<file path="config.mk">
export PLATFORM = sky130hd
export DESIGN_NAME = introScene
export DESIGN_NICKNAME = d
export VERILOG_FILES = /design/src/verilog/duck_scene_pkg.sv /design/src/verilog/sceneRandom.sv /design/src/verilog/jumpPath.sv /design/src/verilog/dogControl.sv /design/src/verilog/duckLauncher.sv /design/src/verilog/introScene.sv
export VERILOG_INCLUDE_DIRS = /design/src /design/src/verilog
export SDC_FILE = /design/constraint.sdc
export NUM_CORES = 1
export LEC_CHECK = 0
export ABC_CLOCK_PERIOD_IN_PS = 7800
export CAP_MARGIN = 20
export CORE_ASPECT_RATIO = 0.9
export CORE_MARGIN = 1.5
export CORE_UTILIZATION = 60
export DETAILED_ROUTE_END_ITERATION = 8
export DONT_BUFFER_PORTS = 1
export GPL_TIMING_DRIVEN = 0
export PLACE_DENSITY_LB_ADDON = 0.08
export SYNTH_ARGS = -nofsm -noshare
export SYNTH_HDL_FRONTEND = slang
export SYNTH_HIERARCHICAL = 1
export SYNTH_SLANG_ARGS = --single-unit
</file>
<file path="constraint.sdc">
create_clock -name ANIM_Clk -period 7.8 [get_ports ANIM_Clk]
set_input_delay 0.78 -clock ANIM_Clk [delete_from_list [all_inputs] [get_ports ANIM_Clk]]
set_output_delay 0.78 -clock ANIM_Clk [all_outputs]
set_load 0.02 [all_outputs]
</file>
<file path="src/verilog/anim_consts.svh">
`ifndef ANIM_CONSTS_SVH
`define ANIM_CONSTS_SVH

// screen positions
`define DOG_START_X     10'd11
`define GROUND_Y        10'd290
`define HIDE_Y          10'd318

// walk geometry
`define WALK_BASE_X     10'd19
`define STEP_SIZE       10'd8
`define STRIDE          10'd32

// sniff after these walk loops
`define SNIFF_AT_1      4'd4
`define SNIFF_AT_2      4'd7
`define SNIFF_PAIRS     4'd3

// phase lengths in frames
`define SURPRISE_TICKS  4'd2
`define JUMP_TICKS      4'd10
`define WAIT_TICKS      4'd11

// duck launch
`define DUCK_Y          10'd300
`define DUCK_X_OFFSET   10'd64
`define DUCK_FRAME_BASE 5'd11

`define LFSR_SEED       16'hACE1

`endif

</file>
<file path="src/verilog/duck_scene_pkg.sv">
package duck_scene_pkg;

    // dog animation states in scene order
    typedef enum logic [4:0] {
        Rest,
        Walk1,
        Walk2,
        Walk3,
        Walk4,
        Sniff1,
        Sniff2,
        Surprised,
        JumpRise,
        JumpFall,
        WaitDuck,
        DuckStart1,
        DuckStart2,
        Hide
    } dogStateT;

    typedef enum logic [4:0] {
        FrameStand     = 5'd0,
        FrameWalkA     = 5'd1,
        FrameWalkB     = 5'd2,
        FrameWalkC     = 5'd3,
        FrameSniffA    = 5'd4,
        FrameSniffB    = 5'd5,
        FrameSurprised = 5'd6,
        FrameJumpUp    = 5'd7,
        FrameJumpDown  = 5'd8
    } dogFrameT;

    typedef enum logic [1:0] {DirNW, DirW, DirNE, DirE} duckDirT;

    typedef enum logic [1:0] {Black, Red, Green, Black2} duckColorT; // Black2 drawn black

    typedef logic [4:0] duckFrameT;

endpackage

</file>
<file path="src/verilog/sceneRandom.sv">
`timescale 1ns/1ps
`include "anim_consts.svh"

module sceneRandom (
    input  logic                      ANIM_Clk,
    input  logic                      Reset,
    output duck_scene_pkg::duckColorT randColor,
    output duck_scene_pkg::duckDirT   randDir,
    output logic [9:0]                randX
);

    logic [15:0] lfsr;
    logic [15:0] tapMask;

    // galois form, taps 16 14 13 11
    assign tapMask = lfsr[0] ? 16'hB400 : 16'h0000;

    always_ff @(posedge ANIM_Clk or posedge Reset)
    begin
        if (Reset)
        begin
            lfsr <= `LFSR_SEED;
        end
        else
        begin
            lfsr <= {1'b0, lfsr[15:1]} ^ tapMask; // one step per frame
        end
    end

    assign randColor = duck_scene_pkg::duckColorT'(lfsr[1:0]);
    assign randDir   = duck_scene_pkg::duckDirT'(lfsr[3:2]);

    // offset keeps the duck clear of the left edge
    assign randX = {1'b0, lfsr[12:4]} + `DUCK_X_OFFSET;

endmodule

</file>
<file path="src/verilog/jumpPath.sv">
`timescale 1ns/1ps
`include "anim_consts.svh"

module jumpPath (
    input  logic       jumpHalf,   // 0 rising, 1 falling
    input  logic [3:0] jumpIndex,
    output logic [9:0] jumpX,
    output logic [9:0] jumpY
);

    logic [9:0] arcY;
    logic [3:0] yIndex;

    // falling half walks the height table backwards
    assign yIndex = jumpHalf ? (4'd9 - ((jumpIndex > 4'd9) ? 4'd9 : jumpIndex)) : jumpIndex;

    always_comb
    begin
        case (yIndex)
            4'd0:    arcY = `GROUND_Y;
            4'd1:    arcY = 10'd274;
            4'd2:    arcY = 10'd260;
            4'd3:    arcY = 10'd248;
            4'd4:    arcY = 10'd238;
            4'd5:    arcY = 10'd229;
            4'd6:    arcY = 10'd222;
            4'd7:    arcY = 10'd217;
            4'd8:    arcY = 10'd213;
            default: arcY = 10'd212; // top of the leap
        endcase
    end

    always_comb
    begin
        jumpY = arcY;
        if (!jumpHalf)
        begin
            case (jumpIndex)
                4'd0:    jumpX = 10'd267;
                4'd1:    jumpX = 10'd276;
                4'd2:    jumpX = 10'd285;
                4'd3:    jumpX = 10'd294;
                4'd4:    jumpX = 10'd303;
                4'd5:    jumpX = 10'd312;
                4'd6:    jumpX = 10'd321;
                4'd7:    jumpX = 10'd330;
                4'd8:    jumpX = 10'd341;
                default: jumpX = 10'd352;
            endcase
        end
        else
        begin
            case (jumpIndex)
                4'd0:    jumpX = 10'd352;
                4'd1:    jumpX = 10'd363;
                4'd2:    jumpX = 10'd374;
                4'd3:    jumpX = 10'd383;
                4'd4:    jumpX = 10'd392;
                4'd5:    jumpX = 10'd401;
                4'd6:    jumpX = 10'd410;
                4'd7:    jumpX = 10'd419;
                4'd8:    jumpX = 10'd428;
                default: jumpX = 10'd437; // landing spot in the grass
            endcase
        end
    end

endmodule

</file>
<file path="src/verilog/dogControl.sv">
`timescale 1ns/1ps
`include "anim_consts.svh"

module dogControl (
    input  logic                     ANIM_Clk,
    input  logic                     Reset,
    input  logic                     Run,
    input  logic [9:0]               jumpX,
    input  logic [9:0]               jumpY,
    output logic                     jumpHalf,
    output logic [3:0]               jumpIndex,
    output logic [9:0]               dogX,
    output logic [9:0]               dogY,
    output duck_scene_pkg::dogFrameT dogFrame,
    output logic                     dogBehindGrass,
    output logic                     duckLaunch,
    output logic                     sceneRestart,
    output logic                     sceneDone
);

    duck_scene_pkg::dogStateT state;
    duck_scene_pkg::dogStateT nextState;
    logic [3:0] walkCount;     // finished walk loops
    logic [3:0] sniffCount;    // finished sniff pairs in this burst
    logic       secondBurst;
    logic [3:0] phaseCount;
    logic [3:0] phaseLimit;
    logic       timedState;
    logic       phaseEnd;
    logic       sniffStop;
    logic       burstDone;
    logic [9:0] walkX;
    logic [9:0] pauseX;

    always_comb
    begin
        timedState = 1'b1;
        phaseLimit = `WAIT_TICKS - 4'd1;
        case (state)
            duck_scene_pkg::Surprised: phaseLimit = `SURPRISE_TICKS - 4'd1;
            duck_scene_pkg::JumpRise,
            duck_scene_pkg::JumpFall:  phaseLimit = `JUMP_TICKS - 4'd1;
            duck_scene_pkg::WaitDuck:  phaseLimit = `WAIT_TICKS - 4'd1;
            default:                   timedState = 1'b0;
        endcase
    end

    assign phaseEnd  = timedState && (phaseCount == phaseLimit);
    assign sniffStop = (walkCount + 4'd1 == `SNIFF_AT_1) || (walkCount + 4'd1 == `SNIFF_AT_2);
    assign burstDone = (sniffCount == `SNIFF_PAIRS - 4'd1);

    always_ff @(posedge ANIM_Clk or posedge Reset)
    begin
        if (Reset)
        begin
            state       <= duck_scene_pkg::Rest;
            walkCount   <= 4'd0;
            sniffCount  <= 4'd0;
            secondBurst <= 1'b0;
            phaseCount  <= 4'd0;
        end
        else
        begin
            state <= nextState;
            if (state == duck_scene_pkg::Rest)
            begin
                walkCount   <= 4'd0;
                sniffCount  <= 4'd0;
                secondBurst <= 1'b0;
            end
            if (state == duck_scene_pkg::Walk4)
                walkCount <= walkCount + 4'd1;
            if (state == duck_scene_pkg::Sniff2)
            begin
                if (burstDone)
                begin
                    sniffCount  <= 4'd0;
                    secondBurst <= 1'b1;
                end
                else
                begin
                    sniffCount <= sniffCount + 4'd1;
                end
            end
            // restarts at zero for each timed phase
            if (timedState && !phaseEnd)
                phaseCount <= phaseCount + 4'd1;
            else
                phaseCount <= 4'd0;
        end
    end

    always_comb
    begin
        nextState = state;
        case (state)
            duck_scene_pkg::Rest:       if (Run) nextState = duck_scene_pkg::Walk1;
            duck_scene_pkg::Walk1:      nextState = duck_scene_pkg::Walk2;
            duck_scene_pkg::Walk2:      nextState = duck_scene_pkg::Walk3;
            duck_scene_pkg::Walk3:      nextState = duck_scene_pkg::Walk4;
            duck_scene_pkg::Walk4:
                nextState = sniffStop ? duck_scene_pkg::Sniff1 : duck_scene_pkg::Walk1;
            duck_scene_pkg::Sniff1:     nextState = duck_scene_pkg::Sniff2;
            duck_scene_pkg::Sniff2:
            begin
                if (!burstDone)
                    nextState = duck_scene_pkg::Sniff1;
                else if (secondBurst)
                    nextState = duck_scene_pkg::Surprised;
                else
                    nextState = duck_scene_pkg::Walk1; // first burst, keep walking
            end
            duck_scene_pkg::Surprised:  if (phaseEnd) nextState = duck_scene_pkg::JumpRise;
            duck_scene_pkg::JumpRise:   if (phaseEnd) nextState = duck_scene_pkg::JumpFall;
            duck_scene_pkg::JumpFall:   if (phaseEnd) nextState = duck_scene_pkg::WaitDuck;
            duck_scene_pkg::WaitDuck:   if (phaseEnd) nextState = duck_scene_pkg::DuckStart1;
            duck_scene_pkg::DuckStart1: nextState = duck_scene_pkg::DuckStart2;
            duck_scene_pkg::DuckStart2: nextState = duck_scene_pkg::Hide;
            default:                    nextState = duck_scene_pkg::Rest;
        endcase
    end

    assign walkX  = `WALK_BASE_X + `STRIDE * {6'd0, walkCount};
    // where the last Walk4 left the dog, walkCount has already moved on
    assign pauseX = walkX + 10'd3 * `STEP_SIZE - `STRIDE;

    assign jumpHalf  = (state >= duck_scene_pkg::JumpFall);
    assign jumpIndex = (state == duck_scene_pkg::JumpRise || state == duck_scene_pkg::JumpFall)
                       ? phaseCount : 4'hF;

    always_comb
    begin
        dogX     = pauseX;
        dogY     = `GROUND_Y;
        dogFrame = duck_scene_pkg::FrameStand;
        case (state)
            duck_scene_pkg::Rest:      dogX = `DOG_START_X;
            duck_scene_pkg::Walk1:
            begin
                dogX     = walkX;
                dogFrame = duck_scene_pkg::FrameWalkA;
            end
            duck_scene_pkg::Walk2:
            begin
                dogX     = walkX + `STEP_SIZE;
                dogFrame = duck_scene_pkg::FrameWalkB;
            end
            duck_scene_pkg::Walk3:
            begin
                dogX     = walkX + 10'd2 * `STEP_SIZE;
                dogFrame = duck_scene_pkg::FrameWalkC;
            end
            duck_scene_pkg::Walk4:
            begin
                dogX     = walkX + 10'd3 * `STEP_SIZE;
                dogFrame = duck_scene_pkg::FrameWalkC; // C held for two frames
            end
            duck_scene_pkg::Sniff1:    dogFrame = duck_scene_pkg::FrameSniffA;
            duck_scene_pkg::Sniff2:    dogFrame = duck_scene_pkg::FrameSniffB;
            duck_scene_pkg::Surprised: dogFrame = duck_scene_pkg::FrameSurprised;
            duck_scene_pkg::JumpRise:
            begin
                dogX     = jumpX;
                dogY     = jumpY;
                dogFrame = duck_scene_pkg::FrameJumpUp;
            end
            duck_scene_pkg::JumpFall:
            begin
                dogX     = jumpX;
                dogY     = jumpY;
                dogFrame = duck_scene_pkg::FrameJumpDown;
            end
            duck_scene_pkg::Hide:      dogY = `HIDE_Y;
            default:                   dogX = jumpX; // stays at the landing spot
        endcase
    end

    assign dogBehindGrass = (state == duck_scene_pkg::JumpFall);
    assign duckLaunch     = (state == duck_scene_pkg::DuckStart2);
    assign sceneRestart   = (state == duck_scene_pkg::Rest) || (state == duck_scene_pkg::Hide);
    assign sceneDone      = (state == duck_scene_pkg::Hide);

    stateLegal: assert property (@(posedge ANIM_Clk) disable iff (Reset)
        !$isunknown(state) && (state inside {[duck_scene_pkg::Rest : duck_scene_pkg::Hide]}));

    // hide never repeats, so done is a single pulse
    donePulse: assert property (@(posedge ANIM_Clk) disable iff (Reset)
        sceneDone |=> !sceneDone);

    launchOrder: assert property (@(posedge ANIM_Clk) disable iff (Reset)
        duckLaunch |-> $past(state == duck_scene_pkg::DuckStart1));

endmodule

</file>
<file path="src/verilog/duckLauncher.sv">
`timescale 1ns/1ps
`include "anim_consts.svh"

module duckLauncher (
    input  logic                      ANIM_Clk,
    input  logic                      Reset,
    input  logic                      duckLaunch,
    input  logic                      sceneRestart,
    input  duck_scene_pkg::duckColorT randColor,
    input  duck_scene_pkg::duckDirT   randDir,
    input  logic [9:0]                randX,
    output logic [9:0]                duckX,
    output logic [9:0]                duckY,
    output duck_scene_pkg::duckFrameT duckFrame,
    output logic                      duckValid
);

    duck_scene_pkg::duckColorT color;
    duck_scene_pkg::duckDirT   dir;
    logic [1:0]                colorIndex;

    always_ff @(posedge ANIM_Clk)
    begin
        if (duckLaunch)
        begin
            color <= randColor;
            dir   <= randDir;
            duckX <= randX; // start column
        end
    end

    always_ff @(posedge ANIM_Clk or posedge Reset)
    begin
        if (Reset)
            duckValid <= 1'b0;
        else if (duckLaunch)
            duckValid <= 1'b1;
        else if (sceneRestart)
            duckValid <= 1'b0;
    end

    assign colorIndex = (color == duck_scene_pkg::Black2) ? 2'd0 : color;

    // four frames per direction, colour picks within the group
    assign duckFrame = `DUCK_FRAME_BASE + {1'b0, dir, 2'b00} + {3'b000, colorIndex};
    assign duckY     = `DUCK_Y;

    validFromLaunch: assert property (@(posedge ANIM_Clk) disable iff (Reset)
        $rose(duckValid) |-> $past(duckLaunch));

endmodule

</file>
<file path="src/verilog/introScene.sv">
`timescale 1ns/1ps

module introScene (
    input  logic                      ANIM_Clk,
    input  logic                      Reset,
    input  logic                      Run,
    output logic [9:0]                dogX,
    output logic [9:0]                dogY,
    output duck_scene_pkg::dogFrameT  dogFrame,
    output logic                      dogBehindGrass,
    output logic [9:0]                duckX,
    output logic [9:0]                duckY,
    output duck_scene_pkg::duckFrameT duckFrame,
    output logic                      duckValid,
    output logic                      sceneDone
);

    duck_scene_pkg::duckColorT randColor;
    duck_scene_pkg::duckDirT   randDir;
    logic [9:0]                randX;
    logic                      jumpHalf;
    logic [3:0]                jumpIndex;
    logic [9:0]                jumpX;
    logic [9:0]                jumpY;
    logic                      duckLaunch;
    logic                      sceneRestart;

    sceneRandom rand0 (
        .ANIM_Clk  (ANIM_Clk),
        .Reset     (Reset),
        .randColor (randColor),
        .randDir   (randDir),
        .randX     (randX)
    );

    jumpPath path0 (
        .jumpHalf  (jumpHalf),
        .jumpIndex (jumpIndex),
        .jumpX     (jumpX),
        .jumpY     (jumpY)
    );

    dogControl dog0 (
        .ANIM_Clk       (ANIM_Clk),
        .Reset          (Reset),
        .Run            (Run),
        .jumpX          (jumpX),
        .jumpY          (jumpY),
        .jumpHalf       (jumpHalf),
        .jumpIndex      (jumpIndex),
        .dogX           (dogX),
        .dogY           (dogY),
        .dogFrame       (dogFrame),
        .dogBehindGrass (dogBehindGrass),
        .duckLaunch     (duckLaunch),
        .sceneRestart   (sceneRestart),
        .sceneDone      (sceneDone)
    );

    duckLauncher duck0 (
        .ANIM_Clk     (ANIM_Clk),
        .Reset        (Reset),
        .duckLaunch   (duckLaunch),
        .sceneRestart (sceneRestart),
        .randColor    (randColor),
        .randDir      (randDir),
        .randX        (randX),
        .duckX        (duckX),
        .duckY        (duckY),
        .duckFrame    (duckFrame),
        .duckValid    (duckValid)
    );

endmodule

</file>
==> results.yml, run 1 <==
grt:
  grt_pass1_vias: 2330
  grt_max_degree: 18
  grt_pass1_wl_microns: 12180
  grt_overflow: 0
  antenna_found_initial: 0
  grt.total_usage_pct: 24.79
final_layout:
  nets: 425
  fill_cells: 495
  multi_input_area_sq_um: 1838
  antenna_cells: 0
  regArea_sq_um: 1281
  final_area_sq_um: 3756
  drive_gt1_share_pct: 21.46
  syn_to_final_growth_pct: 7.637
timing:
  slew_viol_final: 0
  worst_slew_pin_slew_ns: 0.7074
  finClkSkew_ns: 0.01029
  slew_headroom_pct: 52.34
  period_needed_ns: 4.580
  layout_setup_ws_ns: 3.220
  timing.hold.ws_ns: 0.1992
  fin_setup_tns_ns: 0
  max_freq_mhz: 218.4
  finalSetupViolations: 0
  final-hold-violation-count: 0
  finalCritPeriodShare_pct: 58.71
  rsz0062_at_grt: "no"
placement:
  place_hpwl_microns: 5762
  dp_slack_ns: 3.595
  place_area_sq_um: 3618
  routabilityCongestion: 0.9339
  io_buffers: 0
logic_synthesis:
  synth_edf_count: 14
  yosysWarningCount: 6
  ys_seq_elements: 48
  synth.largest_area_cell: "dfrtp_1"
  synth_cells: 392
  avgSynthCellArea_sq_um: 8.902
  synth_cell_types: 72
  synth.most_common_cell: "o21ai_0"
  synthFlopType: "dfrtp_1"
  yosysSeqAreaShare_pct: 36.72
  async_reset_ff_share_pct: 70.83
  netlist_area_sq_um: 3490
  netlist_top_cells_area: "dfrtp_1, edfxtp_1, dfstp_2, buf_4, ha_1"
  synth_common_cells: "o21ai_0, nand2_1, nor2_1, buf_4, dfrtp_1"
  yosysTopAreaCellShare_pct: 18.64
route:
  wl_microns: 7770
  wl_per_cell_microns: 16.19
  viasPerCell: 6.023
  drt_iter0_drc: 225
  vias: 2891
  drt-pass1-iter-count: 5
  final_antenna_net_count: 0
  drc: 0
floorplan:
  start_util_pct: 61.65
  num_io_pins: 56
  die_h_microns: 75.35
  core_sq_um: 5660
  fp.dieW_microns: 83.39
  placementRows: 26
  dieArea_sq_um: 6283
setup_path:
  crit_path_max_fanout: 10
  crit_arrival_ns: 3.80
  required_ns: 7.02
  cp-start-kind: "register"
  endpoint_kind: "output pin"
  path_class: "register to output pin"
clock_tree:
  clock_latency_ns: 0.30
  cts_setup_buffers: 0
  ctsHoldBuffers: 0
  cts_root_buf: "clkbuf_8"
  htreeDepth: 2
  clockBufferDepth: 2
  clkTransAtPathRegs_ns: 0.09
  clock_sinks: 48
  cts-resized-gates: 0
  cts_inserted_buffers: 5
  cts_tree: "yes"
power:
  p_per_area_nw_per_um2: 235.7
  p_leak_nw: 1.726
  max-vdd-ir-drop_mv: 0.1648
  p_total_w: 0.0008854
flow_run:
  cap_violations: 0
run_status:
  status: "finished clean"
worst_hold_path:
  hp-class: "input port to async pin"
## power by group
| part | internal, W | switching (W) |
|---|---|---|
| Clock | 0.000129 | 0.0000852 |
| Sequential | 0.000275 | 0.0000154 |
| Combinational | 0.000121 | 0.000260 |
## cell families after synthesis
kind of cell / synth area share, %
xor+xnor: 3.729
compound gates: 20.83
flops: 36.72
fa+ha+maj: 4.661
simple gates: 19.58
mux: 2.366
other cells: 0.5379
buf+inv: 11.58
## cell type report
class | instances | area share, %
multi-input combinational | 281 | 48.93
sequential | 48 | 34.11
buffer | 51 | 8.661
tap | 70 | 2.332
inverter | 21 | 2.099
clock buffer | 5 | 1.832
clock inverter | 3 | 1.832
timing repair buffer | 1 | 0.1999
## placed cells by master, fill, tap and decap left out, drive strengths merged, types with 3 or more instances in the layout
cell	synthesis	final
ha	13	13
nand3	9	9
nand3b	4	4
o211ai	4	4
o22ai	4	4
or2	10	10
o21ai	31	31
a21o	11	11
o21a	3	3
or3b	3	3
dfstp	8	8
xnor2	6	6
or2b	3	3
and3	9	9
conb	5	14
nor2b	8	8
a31oi	6	6
inv	21	22
nor3b	3	3
a21oi	18	18
o31ai	4	4
edfxtp	14	14
nor2	29	29
o41ai	3	3
mux2i	6	6
clkbuf	6	11
nand2	30	30
nand2b	9	9
nor3	3	3
dfrtp	26	26
xor2	8	8
buf	45	46
## layer usage
layer  global-route usage, %  share of wire, %  vias to the layer above
li1                        -                 -                     1355
met2                   37.58                44                      135
met5                       0                 0                        -
met3                   5.200               7.2                       11
met1                   37.75                48                     1390
met4                   3.889              0.71                        0
## sequential cells by signal, indices dropped and copies added, names as in the netlist
register          flops
dog0/phaseCount       4
duck0/duckX          10
dog0/walkCount        4
rand0/lfsr           16
dog0/state            4
dog0/sniffCount       4
duck0/dir             2
duck0/duckValid       1
dog0/secondBurst      1
duck0/color           2
## through the flow
stage | std cells | util, %
2_1_floorplan | 401 | -
3_3_place_gp | 471 | 63.79
3_5_place_dp | 472 | 63.93
4_1_cts | 480 | 66.36
5_1_grt | 480 | 66.36
6_report | 480 | 66.36
## worst max-delay path: stages, from the launching register on
cell	delay, ns
dfrtp_1	0.39
buf_6	0.13
or3b_4	0.40
or2_2	0.33
buf_2	0.20
inv_1	0.17
ha_1	0.42
o21bai_4	0.14
nand2_1	0.08
nand2_1	0.05
ha_1	0.23
nand2_4	0.08
xnor2_1	0.10
or3b_1	0.38
o41ai_1	0.06
and3_1	0.33
## final timing paths
kind                                           start                           to  slack [ns]  cells after the start
setup / recovery           dog0/state[2]$_DFFE_PP0P_                      dogY[0]        3.22                     15
hold / removal                                 Reset  duck0/duckValid$_DFFE_PP0P_        0.20                      1
setup reg to reg           dog0/state[1]$_DFFE_PP0P_     duck0/color[1]$_DFFE_PP_        5.75                      5
hold reg to reg              rand0/lfsr[7]$_DFF_PP1_      rand0/lfsr[6]$_DFF_PP1_        0.38                      0
max in group asynchronous                      Reset    dog0/state[0]$_DFFE_PP0P_        6.91                      1
min in group ANIM_Clk        rand0/lfsr[7]$_DFF_PP1_      rand0/lfsr[6]$_DFF_PP1_        0.38                      0
Power figures use the tool's default switching activity.
==> run 2: changes to the inputs <==
--- a/config.mk
+++ b/config.mk
@@ -6,7 +6,7 @@
 export SDC_FILE = /design/constraint.sdc
 export NUM_CORES = 1
 export LEC_CHECK = 0
-export ABC_CLOCK_PERIOD_IN_PS = 7800
+export ABC_CLOCK_PERIOD_IN_PS = 4300
 export CAP_MARGIN = 20
 export CORE_ASPECT_RATIO = 0.9
 export CORE_MARGIN = 1.5
==> constraint.sdc (replaced) <==
create_clock -name ANIM_Clk -period 4.3 [get_ports ANIM_Clk]
set_input_delay 0.43 -clock ANIM_Clk [delete_from_list [all_inputs] [get_ports ANIM_Clk]]
set_output_delay 0.43 -clock ANIM_Clk [all_outputs]
set_load 0.02 [all_outputs]
==> run 2 against run 1 <==
Net effect:
- clock skew is essentially flat
- clock-buffer cell count unchanged
- sequential cell count unchanged
- total power up 81%
- largest cell class unchanged
- largest power group unchanged
==> results.yml, run 2 (synthesis results as in run 1) <==
route:
  final_antenna_net_count: 0
  vias: 2860
  drc: 0
  wl_per_cell_microns: 16.15
  drt_iter0_drc: 213
  drt-pass1-iter-count: 6
  wl_microns: 7767
  viasPerCell: 5.946
grt:
  antenna_found_initial: 0
  grt_pass1_vias: 2347
  grt_max_degree: 18
  grt_use_met3_pct: 4.984
  top_usage_layer: "met2"
  grt_pass1_wl_microns: 12250
  grt_overflow: 0
  grtUsageMet1_pct: 37.80
  grt_use_met2_pct: 38.21
  grt.total_usage_pct: 24.93
timing:
  finalCritPeriodShare_pct: 95.96
  period_needed_ns: 4.126
  worst_slew_pin_slew_ns: 0.7069
  layout_setup_ws_ns: 0.1739
  slew_viol_final: 0
  rsz0062_at_grt: "no"
  finClkSkew_ns: 0.009853
  finalSetupViolations: 0
  final-hold-violation-count: 0
  max_freq_mhz: 242.4
  slew_headroom_pct: 52.37
  fin_setup_tns_ns: 0
final_layout:
  syn_to_final_growth_pct: 7.996
  regArea_sq_um: 1281
  multi_input_area_sq_um: 1841
  layout_common_cells: "o21ai_0, buf_4, nor2_1, nand2_1, dfrtp_1"
  largest_register_ffs: 16
  reg_top3: "rand0/lfsr (16), duck0/duckX (10)"
  nets: 426
  drive_gt1_share_pct: 21.65
  antenna_cells: 0
  fill_cells: 493
  largest-register: "rand0/lfsr"
  final_common_cell: "o21ai_0"
  final_util_pct: 66.58
flow_run:
  cap_violations: 0
setup_path:
  startpoint: "dog0/state[2]$_DFFE_PP0P_"
  cp-start-kind: "register"
  path_class: "register to output pin"
  endpoint_kind: "output pin"
  crit_path_max_fanout: 10
  crit_arrival_ns: 3.70
  r2r_start: "dog0/state[1]$_DFFE_PP0P_"
  required_ns: 3.87
floorplan:
  num_io_pins: 56
  die_h_microns: 75.35
  core_sq_um: 5660
  fp.dieW_microns: 83.39
  placementRows: 26
  start_util_pct: 61.65
  dieArea_sq_um: 6283
clock_tree:
  cts_inserted_buffers: 5
  cts_tree: "yes"
  clockBufferDepth: 2
  cts_setup_buffers: 0
  htreeDepth: 2
  cts_root_buf: "clkbuf_8"
  clkTransAtPathRegs_ns: 0.09
  clock_sinks: 48
  clock_latency_ns: 0.30
placement:
  io_buffers: 0
  place_hpwl_microns: 5762
  routabilityCongestion: 0.9339
  dp_slack_ns: 0.4447
power:
  p_leak_nw: 1.727
  p_per_area_nw_per_um2: 425.7
  max-vdd-ir-drop_mv: 0.2999
  p_total_w: 0.001604
worst_hold_path:
  hp-class: "input port to async pin"
run_status:
  status: "finished clean"
run 2: changes by cell type in the layout (fill, tap and decap cells not counted):
| cell | previous run | this run |
|---|---|---|
| dlygate4sd3_1 | 0 | 1 |
| ha_2 | 0 | 1 |
| ha_1 | 13 | 12 |
run 2: timing repair:
item                                    in CTS  in global routing
endpoints found under the setup margin       0                  2
resized for setup                            0                  1
hold endpoints to repair                     1                  0
hold buffers                                 1                  0
run 2: report_power, final:
| group | internal, W | switching (W) | total, W |
|---|---|---|---|
| Sequential | 0.000499 | 0.0000278 | 0.000527 |
| Clock | 0.000234 | 0.000153 | 0.000387 |
| Combinational | 0.000220 | 0.000471 | 0.000691 |
| Total | 0.000953 | 0.000652 | 0.00160 |
run 2: layer usage:
metal | wire length (microns) | part of all wire, % | vias to the layer above
li1 | - | - | 1367
met1 | 3643 | 47 | 1357
met2 | 3508 | 45 | 124
met3 | 552 | 7.1 | 12
met4 | 62 | 0.80 | 0
met5 | 0 | 0 | -
run 2: path summary, 6_finish.rpt:
| check | end | slack [ns] | cells after the start |
|---|---|---|---|
| min in group ANIM_Clk | rand0/lfsr[6]$_DFF_PP1_ | 0.38 | 0 |
| max | dogY[0] | 0.17 | 15 |
| max reg2reg | duck0/color[1]$_DFFE_PP_ | 2.24 | 5 |
| min reg2reg | rand0/lfsr[6]$_DFF_PP1_ | 0.38 | 0 |
| max in group asynchronous | dog0/state[0]$_DFFE_PP0P_ | 3.76 | 1 |
| min | rand0/lfsr[4]$_DFF_PP0_ | 0.07 | 1 |
run 2: per-stage QoR:
stage / std cells / hold slack [ns] / cell area, sq um
after global placement: 471 / 0.1596 / 3611
final: 481 / 0.07404 / 3769
after CTS: 481 / 0.08423 / 3766
after floorplan: 401 / 0.1587 / 3523
after global routing: 481 / 0.1161 / 3769
after detailed placement: 472 / 0.1636 / 3618
run 2: cell type report:
cell class | count | area share (%)
buffer | 51 | 8.632
timing repair buffer | 2 | 0.4648
tap | 70 | 2.324
clock inverter | 3 | 1.826
multi-input combinational | 281 | 48.84
inverter | 21 | 2.092
sequential | 48 | 34.00
clock buffer | 5 | 1.826
run 2: critical path: stages (launching register included):
cell,delay (ns)
dfrtp_1,0.39
buf_6,0.13
or3b_4,0.40
or2_2,0.34
buf_2,0.20
inv_1,0.17
ha_2,0.34
o21bai_4,0.12
nand2_1,0.08
nand2_1,0.05
ha_1,0.23
nand2_4,0.08
xnor2_1,0.10
or3b_1,0.38
o41ai_1,0.06
and3_1,0.33
==> run 3: changes to the inputs <==
--- a/config.mk
+++ b/config.mk
@@ -8,9 +8,11 @@
 export LEC_CHECK = 0
 export ABC_CLOCK_PERIOD_IN_PS = 4300
 export CAP_MARGIN = 20
+export CELL_PAD_IN_SITES_DETAIL_PLACEMENT = 1
+export CELL_PAD_IN_SITES_GLOBAL_PLACEMENT = 1
 export CORE_ASPECT_RATIO = 0.9
 export CORE_MARGIN = 1.5
-export CORE_UTILIZATION = 60
+export CORE_UTILIZATION = 49
 export DETAILED_ROUTE_END_ITERATION = 8
 export DONT_BUFFER_PORTS = 1
 export GPL_TIMING_DRIVEN = 0
==> run 3 against run 2 <==
Net effect:
- via count barely moved
- die area grew 22%
- highest routed layer unchanged
- combinational power grew 4.1%
- sequential power barely moved
- critical endpoint unchanged
- register-to-register slack worse by 0.03 ns
- core utilization shrank 9.9 points
- wire length increased by 15%
- cell count is 4.2% higher
- sequential cell count is the same
- critical path type unchanged
==> results.yml, run 3 (synthesis results as in run 1) <==
grt:
  grt_pass1_wl_microns: 14790
  grt_overflow: 0
  grt_use_met3_pct: 5.220
  grt_pass1_vias: 2833
  grt.total_usage_pct: 24.24
  top_usage_layer: "met2"
  grtUsageMet1_pct: 34.51
  antenna_found_initial: 0
  grt_use_met2_pct: 38.11
  grt_max_degree: 18
floorplan:
  fp.dieW_microns: 91.96
  core_sq_um: 6726
  die_h_microns: 83.06
  placementRows: 28
  start_util_pct: 51.88
  num_io_pins: 56
  dieArea_sq_um: 7638
final_layout:
  antenna_cells: 0
  nets: 426
  regArea_sq_um: 1281
  reg_top3: "rand0/lfsr (16), duck0/duckX (10)"
  fill_cells: 837
  final_common_cell: "o21ai_0"
  syn_to_final_growth_pct: 9.215
  drive_gt1_share_pct: 22.14
  final_area_sq_um: 3811
  layout_common_cells: "o21ai_0, nor2_1, nand2_1"
  largest_register_ffs: 16
  multi_input_area_sq_um: 1854
  largest-register: "rand0/lfsr"
placement:
  routabilityCongestion: 0.9394
  place_hpwl_microns: 6606
  place_area_sq_um: 3647
  io_buffers: 0
power:
  internal-power_w: 0.0009536
  p_leak_nw: 1.726
  seq_power_share_pct: 32.2
  p_per_area_nw_per_um2: 429.4
  max-vdd-ir-drop_mv: 0.3362
  p_sw_share_pct: 41.73
  pwr-share-clk_pct: 23.9
  p_switching_w: 0.0006830
  pwr-share-comb_pct: 43.9
  p_total_w: 0.001637
timing:
  fin_setup_tns_ns: 0
  rsz0062_at_grt: "no"
  finalCritPeriodShare_pct: 94.51
  finalSetupViolations: 0
  max_freq_mhz: 246.1
  final-hold-violation-count: 0
  slew_headroom_pct: 51.29
  slew_viol_final: 0
  worst_slew_pin_slew_ns: 0.7230
  period_needed_ns: 4.064
  finClkSkew_ns: 0.009246
setup_path:
  path_class: "register to output pin"
  crit_path_max_fanout: 10
  r2r_start: "dog0/walkCount[1]$_DFFE_PP0P_"
  reg2reg_depth: 6
  crit_arrival_ns: 3.63
  required_ns: 3.87
  endpoint_kind: "output pin"
  cp-start-kind: "register"
  timing.rr.end: "dog0/state[2]$_DFFE_PP0P_"
  r2r_setup_slack_ns: 2.21
route:
  vias: 2861
  drt_iter0_drc: 205
  wl_per_cell_microns: 17.82
  final_antenna_net_count: 0
  drt-pass1-iter-count: 4
  drc: 0
  viasPerCell: 5.711
  wl_microns: 8926
clock_tree:
  cts_root_buf: "clkbuf_8"
  clock_sinks: 48
  clockBufferDepth: 2
  cts_tree: "yes"
  cts_inserted_buffers: 5
  clock_latency_ns: 0.30
  htreeDepth: 2
  clkTransAtPathRegs_ns: 0.09
worst_hold_path:
  hp-class: "input port to async pin"
run_status:
  status: "finished clean"
flow_run:
  cap_violations: 0
[run 3: cell counts in the layout (fill, tap and decap cells not counted)]
Identical to the previous run, type by type.
[run 3: critical path, stage by stage, from the launching register on]
cell      delay, ns
dfrtp_1        0.39
buf_6          0.13
or3b_4         0.40
or2_2          0.34
buf_2          0.21
inv_1          0.21
ha_2           0.28
o21bai_4       0.08
nand2_1        0.07
nand2_1        0.05
ha_1           0.23
nand2_4        0.08
xnor2_1        0.10
or3b_1         0.38
o41ai_1        0.07
and3_2         0.30
[run 3: area by class of cell]
type	instances	share of cell area, %
multi-input combinational	281	48.65
sequential	48	33.62
buffer	51	8.536
tap	90	2.955
inverter	21	2.068
clock buffer	5	1.806
clock inverter	3	1.806
timing repair buffer	2	0.5581
[run 3: routing by layer]
metal | up-vias | part of all wire (%)
li1 | 1362 | -
met1 | 1417 | 46
met2 | 78 | 47
met3 | 4 | 6.6
met4 | 0 | 0.44
met5 | - | 0
[run 3: through the flow]
step	std cells	hold WS, ns	setup slack [ns]	utilization, %
finish	501	0.09726	0.2361	56.66
CTS	501	0.09478	0.06431	56.42
global route	501	0.1227	0.01828	56.66
detailed placement	492	0.1695	0.4328	54.22
floorplan	401	0.1587	0.7752	-
global placement	491	0.1597	0.4666	54.06
[run 3: repair_timing]
item	CTS	global route
hold buffers	1	0
gates resized for setup	0	4
setup buffers	0	0
setup endpoints to repair	0	4
endpoints found under the hold margin	1	0
[run 3: power groups by stage]
stage | registers [W] | logic [W] | clock network, W
global route | 0.000533 | 0.000782 | 0.000411
finish | 0.000527 | 0.000719 | 0.000391
global placement | 0.000535 | 0.000683 | 0
CTS | 0.000527 | 0.000704 | 0.000399
floorplan | 0.000528 | 0.000530 | 0
detailed placement | 0.000537 | 0.000695 | 0
[run 3: how the worst max path moves through the flow]
stage	slack (ns)	from	to
4_1_cts	0.06	dog0/state[2]$_DFFE_PP0P_	dogY[0]
5_1_grt	0.02	dog0/state[2]$_DFFE_PP0P_	dogY[0]
2_1_floorplan	0.78	dog0/state[2]$_DFFE_PP0P_	dogY[0]
3_5_place_dp	0.43	dog0/state[2]$_DFFE_PP0P_	dogY[0]
6_report	0.24	dog0/state[2]$_DFFE_PP0P_	dogY[0]
3_3_place_gp	0.47	dog0/state[2]$_DFFE_PP0P_	dogY[0]
